**config.mk**
```make
export PLATFORM = sky130hd
export DESIGN_NAME = bit_core_top
export DESIGN_NICKNAME = d
export VERILOG_FILES = /design/src/source/isa_pkg.sv /design/src/source/core_pkg.sv /design/src/source/op_if.sv /design/src/source/serial_ctrl_if.sv /design/src/source/bit_core_top.sv /design/src/source/serial_pc.sv /design/src/source/serial_alu.sv /design/src/source/serial_regfile.sv /design/src/source/instr_decode.sv /design/src/source/serial_state.sv
export SDC_FILE = /design/constraint.sdc
export NUM_CORES = 1
export LEC_CHECK = 0
export BUFFER_PORTS_ARGS = -buffer_cell sky130_fd_sc_hd__clkbuf_2
export CORE_ASPECT_RATIO = 0.5
export CORE_MARGIN = 3
export CORE_UTILIZATION = 50
export DETAILED_ROUTE_END_ITERATION = 6
export PLACE_DENSITY = 0.79
export SYNTH_ARGS = -nofsm -noshare
export SYNTH_HDL_FRONTEND = slang
export SYNTH_HIERARCHICAL = 1
export SYNTH_SLANG_ARGS = --single-unit
```
**constraint.sdc**
```tcl
create_clock -name i_clk -period 34.7 [get_ports i_clk]
set_clock_uncertainty 0.2 [all_clocks]
set_input_delay 1.735 -clock i_clk [delete_from_list [all_inputs] [get_ports i_clk]]
set_output_delay 1.735 -clock i_clk [all_outputs]
set_load 0.05 [all_outputs]
```
**src/source/isa_pkg.sv**
```systemverilog
package isa_pkg;

   // register numbers are 3 bits wide for eight registers with x0 fixed at zero
   localparam int REG_W = 3;

   typedef logic [REG_W-1:0] reg_idx_t;

   // major opcodes of the supported subset
   localparam logic [6:0] OPC_OP     = 7'b0110011;
   localparam logic [6:0] OPC_OPIMM  = 7'b0010011;
   localparam logic [6:0] OPC_BRANCH = 7'b1100011;
   localparam logic [6:0] OPC_LOAD   = 7'b0000011;
   localparam logic [6:0] OPC_STORE  = 7'b0100011;

   // add and sub share one funct3 value and are told apart by bit 30
   localparam logic [2:0] F3_ADD_SUB = 3'b000;
   localparam logic [2:0] F3_SLT     = 3'b010;
   localparam logic [2:0] F3_SLL     = 3'b001;
   localparam logic [2:0] F3_BEQ     = 3'b000;
   localparam logic [2:0] F3_BNE     = 3'b001;
   localparam logic [2:0] F3_LW_SW   = 3'b010;

endpackage

```
**src/source/core_pkg.sv**
```systemverilog
package core_pkg;

   // width of a data or address word
   localparam int WORD_W = 32;

   // width of the serial bit index
   localparam int CNT_W = $clog2(WORD_W);

   // one data or address word
   typedef logic [WORD_W-1:0] word_t;

   // index of the bit that moves through the datapath this cycle
   typedef logic [CNT_W-1:0] cnt_t;

   // index of the final bit of a 32-cycle pass
   localparam cnt_t CNT_LAST = cnt_t'(WORD_W - 1);

endpackage
```
**src/source/op_if.sv**
```systemverilog
interface op_if;
   import core_pkg::*;
   import isa_pkg::*;

   logic     branch_op;
   logic     cond_bne;
   logic     mem_op;
   logic     store;
   logic     shift_op;
   logic     slt_op;
   logic     sub_op;
   logic     rd_op;
   // immediate bit at the current serial index
   logic     imm_bit;
   reg_idx_t rs1;
   reg_idx_t rs2;
   reg_idx_t rd;
   cnt_t     shamt;

   modport decode (
      output branch_op, cond_bne, mem_op, store, shift_op, slt_op, sub_op, rd_op,
      output imm_bit, rs1, rs2, rd, shamt
   );

   modport user (
      input branch_op, cond_bne, mem_op, store, shift_op, slt_op, sub_op, rd_op,
      input imm_bit, rs1, rs2, rd, shamt
   );

endinterface

```
**src/source/serial_ctrl_if.sv**
```systemverilog
interface serial_ctrl_if;
   import core_pkg::*;

   // a serial bit moves through the datapath this cycle
   logic cnt_en;
   // first pass of a two-stage instruction
   logic init;
   cnt_t cnt_idx;
   logic cnt_done;
   // pc takes the immediate target instead of pc+4
   logic ctrl_jump;
   logic pc_en;
   logic rd_en;
   logic bufreg_hold;
   // shift steps may run between the two passes
   logic sh_en;

   modport state (
      output cnt_en, init, cnt_idx, cnt_done, ctrl_jump,
      output pc_en, rd_en, bufreg_hold, sh_en
   );

   modport datapath (
      input cnt_en, init, cnt_idx, cnt_done, ctrl_jump,
      input pc_en, rd_en, bufreg_hold, sh_en
   );

endinterface

```
**src/source/bit_core_top.sv**
```systemverilog
module bit_core_top (
   input  logic            i_clk,
   input  logic            i_rst,
   output logic            o_ibus_cyc,
   output core_pkg::word_t o_ibus_adr,
   input  core_pkg::word_t i_ibus_rdt,
   input  logic            i_ibus_ack,
   output logic            o_dbus_cyc,
   output logic            o_dbus_we,
   output core_pkg::word_t o_dbus_adr,
   output core_pkg::word_t o_dbus_dat,
   input  core_pkg::word_t i_dbus_rdt,
   input  logic            i_dbus_ack
);

   logic rf_rreq;
   logic rf_ready;
   logic alu_cmp;
   logic sh_done;
   logic rd_bit;
   logic rs1_bit;
   logic rs2_bit;

   serial_ctrl_if u_ctrl ();
   op_if          u_op ();

   serial_state u_state (
      .i_clk      (i_clk),
      .i_rst      (i_rst),
      .i_ibus_ack (i_ibus_ack),
      .i_dbus_ack (i_dbus_ack),
      .i_rf_ready (rf_ready),
      .i_alu_cmp  (alu_cmp),
      .i_sh_done  (sh_done),
      .o_rf_rreq  (rf_rreq),
      .o_dbus_cyc (o_dbus_cyc),
      .o_ibus_cyc (o_ibus_cyc),
      .ctrl       (u_ctrl),
      .op         (u_op)
   );

   instr_decode u_decode (
      .i_clk      (i_clk),
      .i_rst      (i_rst),
      .i_ibus_ack (i_ibus_ack),
      .i_ibus_rdt (i_ibus_rdt),
      .ctrl       (u_ctrl),
      .op         (u_op)
   );

   serial_regfile u_regfile (
      .i_clk      (i_clk),
      .i_rst      (i_rst),
      .i_rf_rreq  (rf_rreq),
      .o_rf_ready (rf_ready),
      .i_rd_bit   (rd_bit),
      .o_rs1_bit  (rs1_bit),
      .o_rs2_bit  (rs2_bit),
      .ctrl       (u_ctrl),
      .op         (u_op)
   );

   serial_alu u_alu (
      .i_clk      (i_clk),
      .i_rst      (i_rst),
      .i_rs1_bit  (rs1_bit),
      .i_rs2_bit  (rs2_bit),
      .i_dbus_rdt (i_dbus_rdt),
      .i_dbus_ack (i_dbus_ack),
      .o_rd_bit   (rd_bit),
      .o_alu_cmp  (alu_cmp),
      .o_sh_done  (sh_done),
      .o_dbus_adr (o_dbus_adr),
      .o_dbus_dat (o_dbus_dat),
      .o_dbus_we  (o_dbus_we),
      .ctrl       (u_ctrl),
      .op         (u_op)
   );

   serial_pc u_pc (
      .i_clk      (i_clk),
      .i_rst      (i_rst),
      .o_ibus_adr (o_ibus_adr),
      .ctrl       (u_ctrl),
      .op         (u_op)
   );

endmodule

```
**src/source/serial_pc.sv**
```systemverilog
module serial_pc (
   input  logic            i_clk,
   input  logic            i_rst,
   output core_pkg::word_t o_ibus_adr,
   serial_ctrl_if.datapath ctrl,
   op_if.user              op
);
   import core_pkg::*;

   word_t pc;
   logic  carry_r;
   logic  addend;
   logic  cin;
   logic  sum;

   // pc+4 adds a single one at bit 2, a taken branch adds the immediate
   assign addend = ctrl.ctrl_jump ? op.imm_bit : (ctrl.cnt_idx == cnt_t'(2));
   assign cin    = (ctrl.cnt_idx == '0) ? 1'b0 : carry_r;
   assign sum    = pc[0] ^ addend ^ cin;

   // the pc rotates through bit 0 and is back in place after 32 bits
   always_ff @(posedge i_clk) begin
      if (i_rst) begin
         pc      <= '0;
         carry_r <= 1'b0;
      end else if (ctrl.pc_en) begin
         pc      <= {sum, pc[31:1]};
         carry_r <= (pc[0] & addend) | (pc[0] & cin) | (addend & cin);
      end
   end

   assign o_ibus_adr = {pc[31:2], 2'b00};

endmodule

```
**src/source/serial_alu.sv**
```systemverilog
module serial_alu (
   input  logic            i_clk,
   input  logic            i_rst,
   input  logic            i_rs1_bit,
   input  logic            i_rs2_bit,
   input  core_pkg::word_t i_dbus_rdt,
   input  logic            i_dbus_ack,
   output logic            o_rd_bit,
   output logic            o_alu_cmp,
   output logic            o_sh_done,
   output core_pkg::word_t o_dbus_adr,
   output core_pkg::word_t o_dbus_dat,
   output logic            o_dbus_we,
   serial_ctrl_if.datapath ctrl,
   op_if.user              op
);
   import core_pkg::*;

   word_t bufreg;
   word_t st_dat;
   cnt_t  sh_cnt;
   logic  carry_r;
   logic  eq_r;
   logic  cmp_r;
   logic  first;
   logic  do_sub;
   logic  op_b;
   logic  cin;
   logic  sum;
   logic  eq;
   logic  lt;
   logic  buf_in;

   // compares subtract rs2, memory ops add the immediate to rs1
   assign first  = (ctrl.cnt_idx == '0);
   assign do_sub = op.sub_op | op.slt_op | op.branch_op;
   assign op_b   = (op.mem_op ? op.imm_bit : i_rs2_bit) ^ do_sub;
   assign cin    = first ? do_sub : carry_r;
   assign sum    = i_rs1_bit ^ op_b ^ cin;

   // both results are only meaningful at bit 31
   assign eq = (first | eq_r) & (i_rs1_bit == i_rs2_bit);
   assign lt = (i_rs1_bit ^ i_rs2_bit) ? i_rs1_bit : sum;
   assign o_alu_cmp = op.branch_op ? eq : lt;
   assign o_sh_done = (sh_cnt == op.shamt);

   always_ff @(posedge i_clk) begin
      if (i_rst) begin
         carry_r <= 1'b0;
         eq_r    <= 1'b0;
         cmp_r   <= 1'b0;
         sh_cnt  <= '0;
      end else if (ctrl.cnt_en) begin
         carry_r <= (i_rs1_bit & op_b) | (i_rs1_bit & cin) | (op_b & cin);
         eq_r    <= eq;
         sh_cnt  <= '0;
         if (ctrl.cnt_done)
            cmp_r <= o_alu_cmp;
      end else if (ctrl.sh_en & !o_sh_done) begin
         sh_cnt <= sh_cnt + cnt_t'(1);
      end
   end

   // init fills the buffer with rs1 or the address, the second pass drains it
   assign buf_in = ctrl.init & (op.mem_op ? sum : i_rs1_bit);

   always_ff @(posedge i_clk) begin
      if (i_dbus_ack & op.mem_op & !op.store)
         bufreg <= i_dbus_rdt;
      else if (!ctrl.bufreg_hold) begin
         if (ctrl.cnt_en)
            bufreg <= {buf_in, bufreg[31:1]};
         else
            bufreg <= {bufreg[30:0], 1'b0};
      end
      if (ctrl.cnt_en & ctrl.init)
         st_dat <= {i_rs2_bit, st_dat[31:1]};
   end

   always_comb begin
      if (op.slt_op)
         o_rd_bit = first & cmp_r;
      else if (op.shift_op | op.mem_op)
         o_rd_bit = bufreg[0];
      else
         o_rd_bit = sum;
   end

   assign o_dbus_adr = {bufreg[31:2], 2'b00};
   assign o_dbus_dat = st_dat;
   assign o_dbus_we  = op.store;

endmodule

```
**src/source/serial_regfile.sv**
```systemverilog
module serial_regfile (
   input  logic            i_clk,
   input  logic            i_rst,
   input  logic            i_rf_rreq,
   output logic            o_rf_ready,
   input  logic            i_rd_bit,
   output logic            o_rs1_bit,
   output logic            o_rs2_bit,
   serial_ctrl_if.datapath ctrl,
   op_if.user              op
);
   import core_pkg::*;
   import isa_pkg::*;

   word_t regs [2**$bits(reg_idx_t)];
   logic  wr_en;

   // the register file is ready for a pass one cycle after the request
   always_ff @(posedge i_clk) begin
      if (i_rst)
         o_rf_ready <= 1'b0;
      else
         o_rf_ready <= i_rf_rreq;
   end

   assign wr_en = ctrl.rd_en & op.rd_op & (op.rd != '0);

   // x0 is cleared by reset and is never a write target afterwards
   always_ff @(posedge i_clk) begin
      if (i_rst)
         regs[0] <= '0;
      else if (wr_en)
         regs[op.rd][ctrl.cnt_idx] <= i_rd_bit;
   end

   assign o_rs1_bit = regs[op.rs1][ctrl.cnt_idx];
   assign o_rs2_bit = regs[op.rs2][ctrl.cnt_idx];

   a_x0_zero : assert property (
      @(posedge i_clk) disable iff (i_rst)
      !((op.rs1 == '0 && o_rs1_bit) || (op.rs2 == '0 && o_rs2_bit)));

endmodule

```
**src/source/instr_decode.sv**
```systemverilog
module instr_decode (
   input  logic            i_clk,
   input  logic            i_rst,
   input  logic            i_ibus_ack,
   input  core_pkg::word_t i_ibus_rdt,
   serial_ctrl_if.datapath ctrl,
   op_if.decode            op
);
   import core_pkg::*;
   import isa_pkg::*;

   word_t      ir;
   logic [6:0] opcode;
   logic [2:0] funct3;
   logic       is_op;
   logic       is_load;
   logic       is_store;
   word_t      imm_i;
   word_t      imm_s;
   word_t      imm_b;
   word_t      imm;

   // the instruction stays in place until the next fetch is acknowledged
   always_ff @(posedge i_clk) begin
      if (i_rst)
         ir <= '0;
      else if (i_ibus_ack)
         ir <= i_ibus_rdt;
   end

   assign opcode   = ir[6:0];
   assign funct3   = ir[14:12];
   assign is_op    = (opcode == OPC_OP);
   assign is_load  = (opcode == OPC_LOAD) & (funct3 == F3_LW_SW);
   assign is_store = (opcode == OPC_STORE) & (funct3 == F3_LW_SW);

   assign op.branch_op = (opcode == OPC_BRANCH) & ((funct3 == F3_BEQ) | (funct3 == F3_BNE));
   assign op.cond_bne  = (funct3 == F3_BNE);
   assign op.mem_op    = is_load | is_store;
   assign op.store     = is_store;
   assign op.shift_op  = (opcode == OPC_OPIMM) & (funct3 == F3_SLL);
   assign op.slt_op    = is_op & (funct3 == F3_SLT);
   assign op.sub_op    = is_op & (funct3 == F3_ADD_SUB) & ir[30];
   assign op.rd_op     = (is_op & ((funct3 == F3_ADD_SUB) | (funct3 == F3_SLT)))
                       | op.shift_op | is_load;

   // only the low three bits of each register field are decoded
   assign op.rs1   = ir[17:15];
   assign op.rs2   = ir[22:20];
   assign op.rd    = ir[9:7];
   assign op.shamt = ir[24:20];

   assign imm_i = {{20{ir[31]}}, ir[31:20]};
   assign imm_s = {{20{ir[31]}}, ir[31:25], ir[11:7]};
   assign imm_b = {{20{ir[31]}}, ir[7], ir[30:25], ir[11:8], 1'b0};

   assign imm = is_store     ? imm_s :
                op.branch_op ? imm_b : imm_i;

   assign op.imm_bit = imm[ctrl.cnt_idx];

endmodule

```
**src/source/serial_state.sv**
```systemverilog
module serial_state (
   input  logic         i_clk,
   input  logic         i_rst,
   input  logic         i_ibus_ack,
   input  logic         i_dbus_ack,
   input  logic         i_rf_ready,
   input  logic         i_alu_cmp,
   input  logic         i_sh_done,
   output logic         o_rf_rreq,
   output logic         o_dbus_cyc,
   output logic         o_ibus_cyc,
   serial_ctrl_if.state ctrl,
   op_if.user           op
);
   import core_pkg::*;

   logic [3:0] cnt_r;
   logic [2:0] cnt_hi;
   cnt_t       cnt_idx;
   logic       cnt_en;
   logic       init;
   logic       cnt_done;
   logic       ctrl_jump;
   logic       stage_two_req;
   logic       stage_two_pending;
   logic       wait_shift;
   logic       two_stage_op;
   logic       take_branch;

   // one-hot phase gives the two low index bits, the count gives the rest
   assign cnt_idx = {cnt_hi, cnt_r[3] | cnt_r[2], cnt_r[3] | cnt_r[1]};

   assign two_stage_op = op.slt_op | op.mem_op | op.branch_op | op.shift_op;

   // the ALU holds the equality result of rs1 and rs2 at the last bit of init
   assign take_branch = op.branch_op & (i_alu_cmp ^ op.cond_bne);

   // a fetch, a finished compare, a finished shift or a data ack each
   // opens the next register file pass
   assign o_rf_rreq = i_ibus_ack
                    | (stage_two_req & (op.slt_op | op.branch_op))
                    | (wait_shift & i_sh_done)
                    | (o_dbus_cyc & i_dbus_ack);

   always_ff @(posedge i_clk) begin
      if (i_rst) begin
         cnt_r             <= 4'b0001;
         cnt_hi            <= 3'd0;
         cnt_en            <= 1'b0;
         init              <= 1'b0;
         cnt_done          <= 1'b0;
         ctrl_jump         <= 1'b0;
         stage_two_req     <= 1'b0;
         stage_two_pending <= 1'b0;
         wait_shift        <= 1'b0;
         o_dbus_cyc        <= 1'b0;
         o_ibus_cyc        <= 1'b1;
      end else begin
         if (cnt_en) begin
            cnt_r             <= {cnt_r[2:0], cnt_r[3]};
            cnt_hi            <= cnt_hi + {2'd0, cnt_r[3]};
            stage_two_pending <= init;
         end
         cnt_done      <= cnt_en & (cnt_idx == cnt_t'(CNT_LAST - 1'b1));
         stage_two_req <= cnt_done & init;

         if (i_rf_ready)
            cnt_en <= 1'b1;
         if (cnt_done)
            cnt_en <= 1'b0;

         if (i_rf_ready & !stage_two_pending)
            init <= two_stage_op;
         if (cnt_done) begin
            init      <= 1'b0;
            ctrl_jump <= init & take_branch;
         end

         if (stage_two_req & op.shift_op)
            wait_shift <= 1'b1;
         if (wait_shift & i_sh_done)
            wait_shift <= 1'b0;

         if (stage_two_req & op.mem_op)
            o_dbus_cyc <= 1'b1;
         if (i_dbus_ack)
            o_dbus_cyc <= 1'b0;

         // next fetch starts once the last pass of the instruction is over
         if (i_ibus_ack)
            o_ibus_cyc <= 1'b0;
         if (cnt_done & !init)
            o_ibus_cyc <= 1'b1;
      end
   end

   assign ctrl.cnt_en    = cnt_en;
   assign ctrl.init      = init;
   assign ctrl.cnt_idx   = cnt_idx;
   assign ctrl.cnt_done  = cnt_done;
   assign ctrl.ctrl_jump = ctrl_jump;
   assign ctrl.pc_en     = cnt_en & !init;
   assign ctrl.rd_en     = cnt_en & !init;
   assign ctrl.sh_en     = wait_shift;
   // the buffer register only moves during a pass or while shift steps remain
   assign ctrl.bufreg_hold = !cnt_en & !(wait_shift & !i_sh_done);

   a_dbus_outside_pass : assert property (
      @(posedge i_clk) disable iff (i_rst) !(o_dbus_cyc && cnt_en));

   a_pass_length : assert property (
      @(posedge i_clk) disable iff (i_rst) $rose(cnt_en) |-> ##31 cnt_done);

endmodule

```
After elaboration in Yosys (flattened, before gate mapping) --
Memory sizes are Yosys's and may differ from the RTL's. A register that Yosys moved wholly into a read port is not among the register bits. Index checks and enable logic that the tools add are counted.
Storage, ports and cells: word-level logic and storage cells 154, memory bits (writable) 256, bits in registers 154, memories 1
Operators by class: reductions and logical operators 17, mux-type cells 34, equal/unequal tests 12, bitwise gates (word level) 65, add/sub/neg operators 2, $lt $le $gt $ge 2
Memory list:
- u_regfile.regs | words 8, width 32, read ports 2, clocked after Yosys merged registers in 2, wr ports 1, line serial_regfile.sv:15 | word_t regs [2**$bits(reg_idx_t)];
Operators by type and width (count):
- 32-bit 2-to-1 mux | 6
- 1-bit AND | 36
- 32-bit OR reduction | 1
- 12-bit 2-to-1 mux | 2
- 1-bit OR | 22
- 1-bit 2-to-1 mux | 17
- 1-bit binary-select mux with 5-bit select | 3
- 3-bit 2-to-1 mux | 5
- 7-bit by 6-bit == test with 1-bit output (second input constant) | 2
- 2-bit OR reduction | 5
- 7-bit by 2-bit == test with 1-bit output (second input constant) | 1
- 7-bit by 5-bit == test with 1-bit output (second input constant) | 1
- 7-bit == test (second input constant) | 1
- 1-bit bitwise XOR | 7
- 1-bit logical NOT | 6
- 5-bit by 6-bit less-than comparator with 1-bit output (second input constant) | 1
- 5-bit by 1-bit adder with 5-bit output (second input constant) | 1
- 1-bit demux with 5-bit select | 1
- 5-bit by 2-bit == test with 1-bit output (second input constant) | 1
- 5-bit == test | 1
- 5-bit == test (second input constant) | 1
- 5-bit by 1-bit greater-or-equal comparator with 1-bit output (second input constant) | 1
- 5-bit logical NOT | 1
- 3-bit by 1-bit adder with 3-bit output | 1
- other kinds (8) | 8

Longest topological paths before layout --
depth after elaboration 16, depth in mapped cells 19, mapped depth without buffers 16

Cells and area by module --
The synthesis kept the hierarchy.
Modules (own cells, without submodules):
- serial_regfile | area each 13600.5 µm², instances 1, cells an instance 1070
- serial_alu | area each 3459.6 µm², instances 1, cells an instance 280
- instr_decode | area each 1537.7 µm², instances 1, cells an instance 165
- serial_pc | area each 1455.1 µm², instances 1, cells an instance 146
- serial_state | area each 665.6 µm², instances 1, cells an instance 67

Least setup slack after synthesis --
OpenSTA, ideal clock, no wires.
kind flip-flop to flip-flop, start point register u_decode.ir[21], end point memory u_regfile/regs[0][0] in the netlist's numbering (data pin), arrival time 9.553 ns, stages on the path, launching flop included 18, slack 23.554 ns, library setup time 1.393 ns, path through dfxtp_1 -> buf_4 -> buf_2 -> clkbuf_1 -> buf_1 -> mux4_2 -> a22oi_1 -> nand4_1 -> a22oi_2 -> nand3_1 -> or4_1 -> mux2i_1 -> xor2_1 -> fa_1 -> mux2i_1 -> o21ai_1 -> inv_1 -> nor2_1
Between the ends: cells in the longest elaborated chain, start to end 11
RTL lines:
- start: declaration | line instr_decode.sv:12 | word_t ir;
- start signal: assignment | line instr_decode.sv:28 | ir <= i_ibus_rdt;
- 12-bit 2-to-1 mux | line instr_decode.sv:58 | op.branch_op ? imm_b : imm_i;
- 12-bit 2-to-1 mux | line instr_decode.sv:57 | assign imm = is_store ? imm_s :
- 1-bit binary-select mux with 5-bit select | line instr_decode.sv:60 | assign op.imm_bit = imm[ctrl.cnt_idx];
- 1-bit 2-to-1 mux (not written as such) | line instr_decode.sv:60
- 1-bit 2-to-1 mux | line serial_alu.sv:37 | assign op_b = (op.mem_op ? op.imm_bit : i_rs2_bit) ^ do_sub;
- 1-bit bitwise XOR | line serial_alu.sv:37
- 1-bit bitwise XOR (2 in series) | line serial_alu.sv:39 | assign sum = i_rs1_bit ^ op_b ^ cin;
- 1-bit 2-to-1 mux | line serial_alu.sv:83 | else if (op.shift_op | op.mem_op)
- 1-bit 2-to-1 mux | line serial_alu.sv:81 | if (op.slt_op)
- via rd_bit | line bit_core_top.sv:20 | logic rd_bit;
- 32-bit 2-to-1 mux (no source line)
- end: declaration | line serial_regfile.sv:15
The timed path passes the listed nets, and every way through them passes these cells. The select of a mux whose other input is x is not followed.

Worst setup path in the final report --
start point register u_decode.ir[20], end point memory u_regfile/regs[5][21] in the netlist's numbering (data pin)
The elaborated chain is that of the path after synthesis.

==> impl_metrics.json <==
{
  "crit_path_end_kind": "register",
  "netlist-cell-type-count": 75,
  "clock-root-buffer": "clkbuf_16",
  "antenna_left": 0,
  "drc": 0,
  "ys_async_sr_fraction": 0,
  "met1Wirelength_mm": 19.4,
  "antenna_found_initial": 2,
  "die-area_mm2": 0.0441,
  "maxSlewViolCount": 0,
  "hold_viol_final": 0,
  "synth_edf_count": 320,
  "syn_to_final_growth_pct": 8.53,
  "max_freq_mhz": 121,
  "io_buffers": 160,
  "vias": 14300,
  "min_period_ps": 8240,
  "grt_max_degree": 142,
  "setup_tns_ps": 0,
  "total_power_w": 0.00105,
  "worst-r2r-setup-slack_ps": 26460,
  "initial_core_util": 0.510,
  "die_y_um": 150,
  "max_cap_viol_count": 0,
  "hp-class": "reg -> reg",
  "drive_above_1_share": 0.205,
  "synth-seq-cells": 408,
  "clk_pin_slew_ps": 60,
  "ys_seq_area_frac": 0.549,
  "critPathKind": "reg -> reg",
  "cts_sinks": 408,
  "htreeDepth": 2,
  "firstDrtPassIters": 5,
  "cts_tree": "yes",
  "rsz0062_at_grt": "no",
  "top_layer_used": "met5",
  "dp_cells": 2239,
  "core-area_mm2": 0.0407,
  "cts_resized": 0,
  "grt_pass1_vias": 14000,
  "worstPathMaxFanout": 141,
  "detail_route.wl_per_cell_um": 21.8,
  "n_antenna_cell": 0,
  "dp_hpwl_mm": 30.5,
  "ys_warn_count": 6,
  "clock_latency_ps": 540,
  "slew_headroom": 0.170,
  "num_rows": 52,
  "max-vdd-ir-drop_v": 0.0000317,
  "wl_met3_mm": 5.81,
  "wl_mm": 50.4,
  "gp_congestion": 0.845,
  "cts_setup_buffers": 0,
  "crit_required_ps": 34690,
  "instances_no_fill": 2310,
  "vias_per_cell": 6.18,
  "tightest_slew_ps": 1240,
  "die_x_um": 294,
  "arrival_ps": 8230,
  "synth-main-ff-cell": "edfxtp_1",
  "grt-ovfl-total": 0,
  "grt_usage": 0.227,
  "critPathLaunchType": "register",
  "met2WireLength_mm": 23.3,
  "nFillCells": 3261,
  "hold_buffers": 0,
  "outcome": "finished, final reports clean",
  "clockBufferDepth": 3,
  "worst_hold_slack_ps": 248,
  "syn_inst": 1728,
  "finalSetupViolations": 0,
  "drt_iter0_drc": 1694,
  "avgSynthCellArea_um2": 12.0,
  "num-nets-final": 1813,
  "power.density_mw_per_mm2": 46.6,
  "cts_buffers": 39,
  "regArea_mm2": 0.0114,
  "power.leakage_nw": 7.39,
  "grt_pass1_wl_mm": 77.9,
  "multi_input_area_mm2": 0.00807,
  "netlist_area_mm2": 0.0207,
  "boundaryPins": 167,
  "fin_crit_sh": 0.237
}
-- flip-flops by register name, indices dropped and copies added (netlist names), 3 cells and up --
name,flops
u_regfile/regs,256
u_pc/pc,32
u_decode/ir,30
u_state/cnt_r,4
u_alu/o_dbus_dat,32
u_state/cnt_hi,3
u_alu/bufreg,32
u_alu/sh_cnt,5
-- cell usage in the layout (no fill, tap or decap), types with 4 or more instances in the layout --
master       n
edfxtp_1   320
nor2_1     384
a22oi_1     58
nand2b_1     8
conb_1       4
o2111ai_1    7
nor4_1       5
nand3_1      7
nor3_1      13
xor2_1       9
inv_1       13
nor3b_1      4
mux4_1       9
buf_4       35
mux4_2      71
clkbuf_8     4
o21ai_0      8
a221oi_1    14
nor2b_1     10
nand4_1      8
clkbuf_2   159
o211ai_1    19
nand3b_1     5
clkinv_2    10
a211oi_1     4
and2_1       6
clkbuf_16   42
dfxtp_1     83
and3_1       4
a21oi_1     83
mux2i_1    206
a31oi_1      4
clkinv_1     7
or3_1        5
nand2_1     64
-- critical path: stages, from the launching register on --
cell,delay (ps)
dfxtp_4,510
buf_4,630
buf_4,730
mux4_1,650
o211ai_1,170
a221oi_1,160
nor4_1,490
nand3_1,220
or4_1,780
mux2i_1,250
xor2_1,120
fa_1,580
mux2i_1,90
o21ai_1,130
inv_1,80
nor2_4,90
buf_4,920
buf_4,930
-- layer usage --
metal	track usage	vias up
li1	-	6296
met1	0.298	6958
met2	0.361	855
met3	0.0608	157
met4	0.0956	4
met5	0	-
-- per-stage QoR --
step,util,area [um2],setup slack [ps]
after floorplan,-,20700,23550
after CTS,0.553,22500,26610
after global placement,0.522,21200,26820
after detailed placement,0.522,21200,26650
after global routing,0.553,22500,25960
final,0.553,22500,26460
-- logic make-up after synthesis --
| kind of cell | count (synthesis) | share of synthesized area |
|---|---|---|
| other | 2 | 0.000362 |
| DFF | 408 | 0.549 |
| and+or+nand+nor | 551 | 0.115 |
| muxes | 289 | 0.190 |
| buffers and inverters | 238 | 0.0635 |
| xor gates and xnor gates | 9 | 0.00380 |
| adders and majority gates | 5 | 0.00374 |
| AOI/OAI and AO/OA | 226 | 0.0747 |
-- layout make-up --
type	instances	share of cell area
Timing Repair Buffer	194	0.0471
Tap cell	540	0.0300
Multi-Input combinational cell	1084	0.359
Clock inverter	22	0.00607
Sequential cell	408	0.506
Clock buffer	49	0.0497
Inverter	13	0.00217
-- synthesized netlist by cell type (all sizes together), types with 6 or more instances --
cell type  number  share of area
a211oi          6         0.0030
a21oi          84          0.020
a221oi         14         0.0059
a22oi          61          0.023
and2            6         0.0018
buf           130          0.044
clkbuf         95          0.017
dfxtp          88          0.085
edfxtp        320           0.46
inv            13         0.0024
mux2i         206           0.10
mux4           80          0.089
nand2          65          0.012
nand2b          8         0.0024
nand3           7         0.0017
nand4           8         0.0024
nor2          386          0.070
nor2b          13         0.0039
nor3           15         0.0039
o2111ai         7         0.0030
o211ai         19         0.0069
o21ai          11         0.0027
xor2            9         0.0038
-- worst paths after layout --
| check | to | start | cells past startpoint |
|---|---|---|---|
| setup / recovery | u_regfile/regs[5][21] | u_decode/ir[20] | 17 |
| hold / removal | u_alu/o_dbus_dat[26] | u_alu/o_dbus_dat[27] | 0 |
| hold reg to reg | u_alu/o_dbus_dat[26] | u_alu/o_dbus_dat[27] | 0 |
| setup reg to reg | u_regfile/regs[5][21] | u_decode/ir[20] | 17 |
-- power breakdown --
group / total, W / leakage (nW) / internal, W / switching [W]
clock network: 0.000418 / 0.631 / 0.000236 / 0.000182
logic: 0.0000919 / 3.58 / 0.0000344 / 0.0000575
registers: 0.000537 / 3.18 / 0.000529 / 0.00000839
Note: power is estimated with default switching activity, not from simulation.
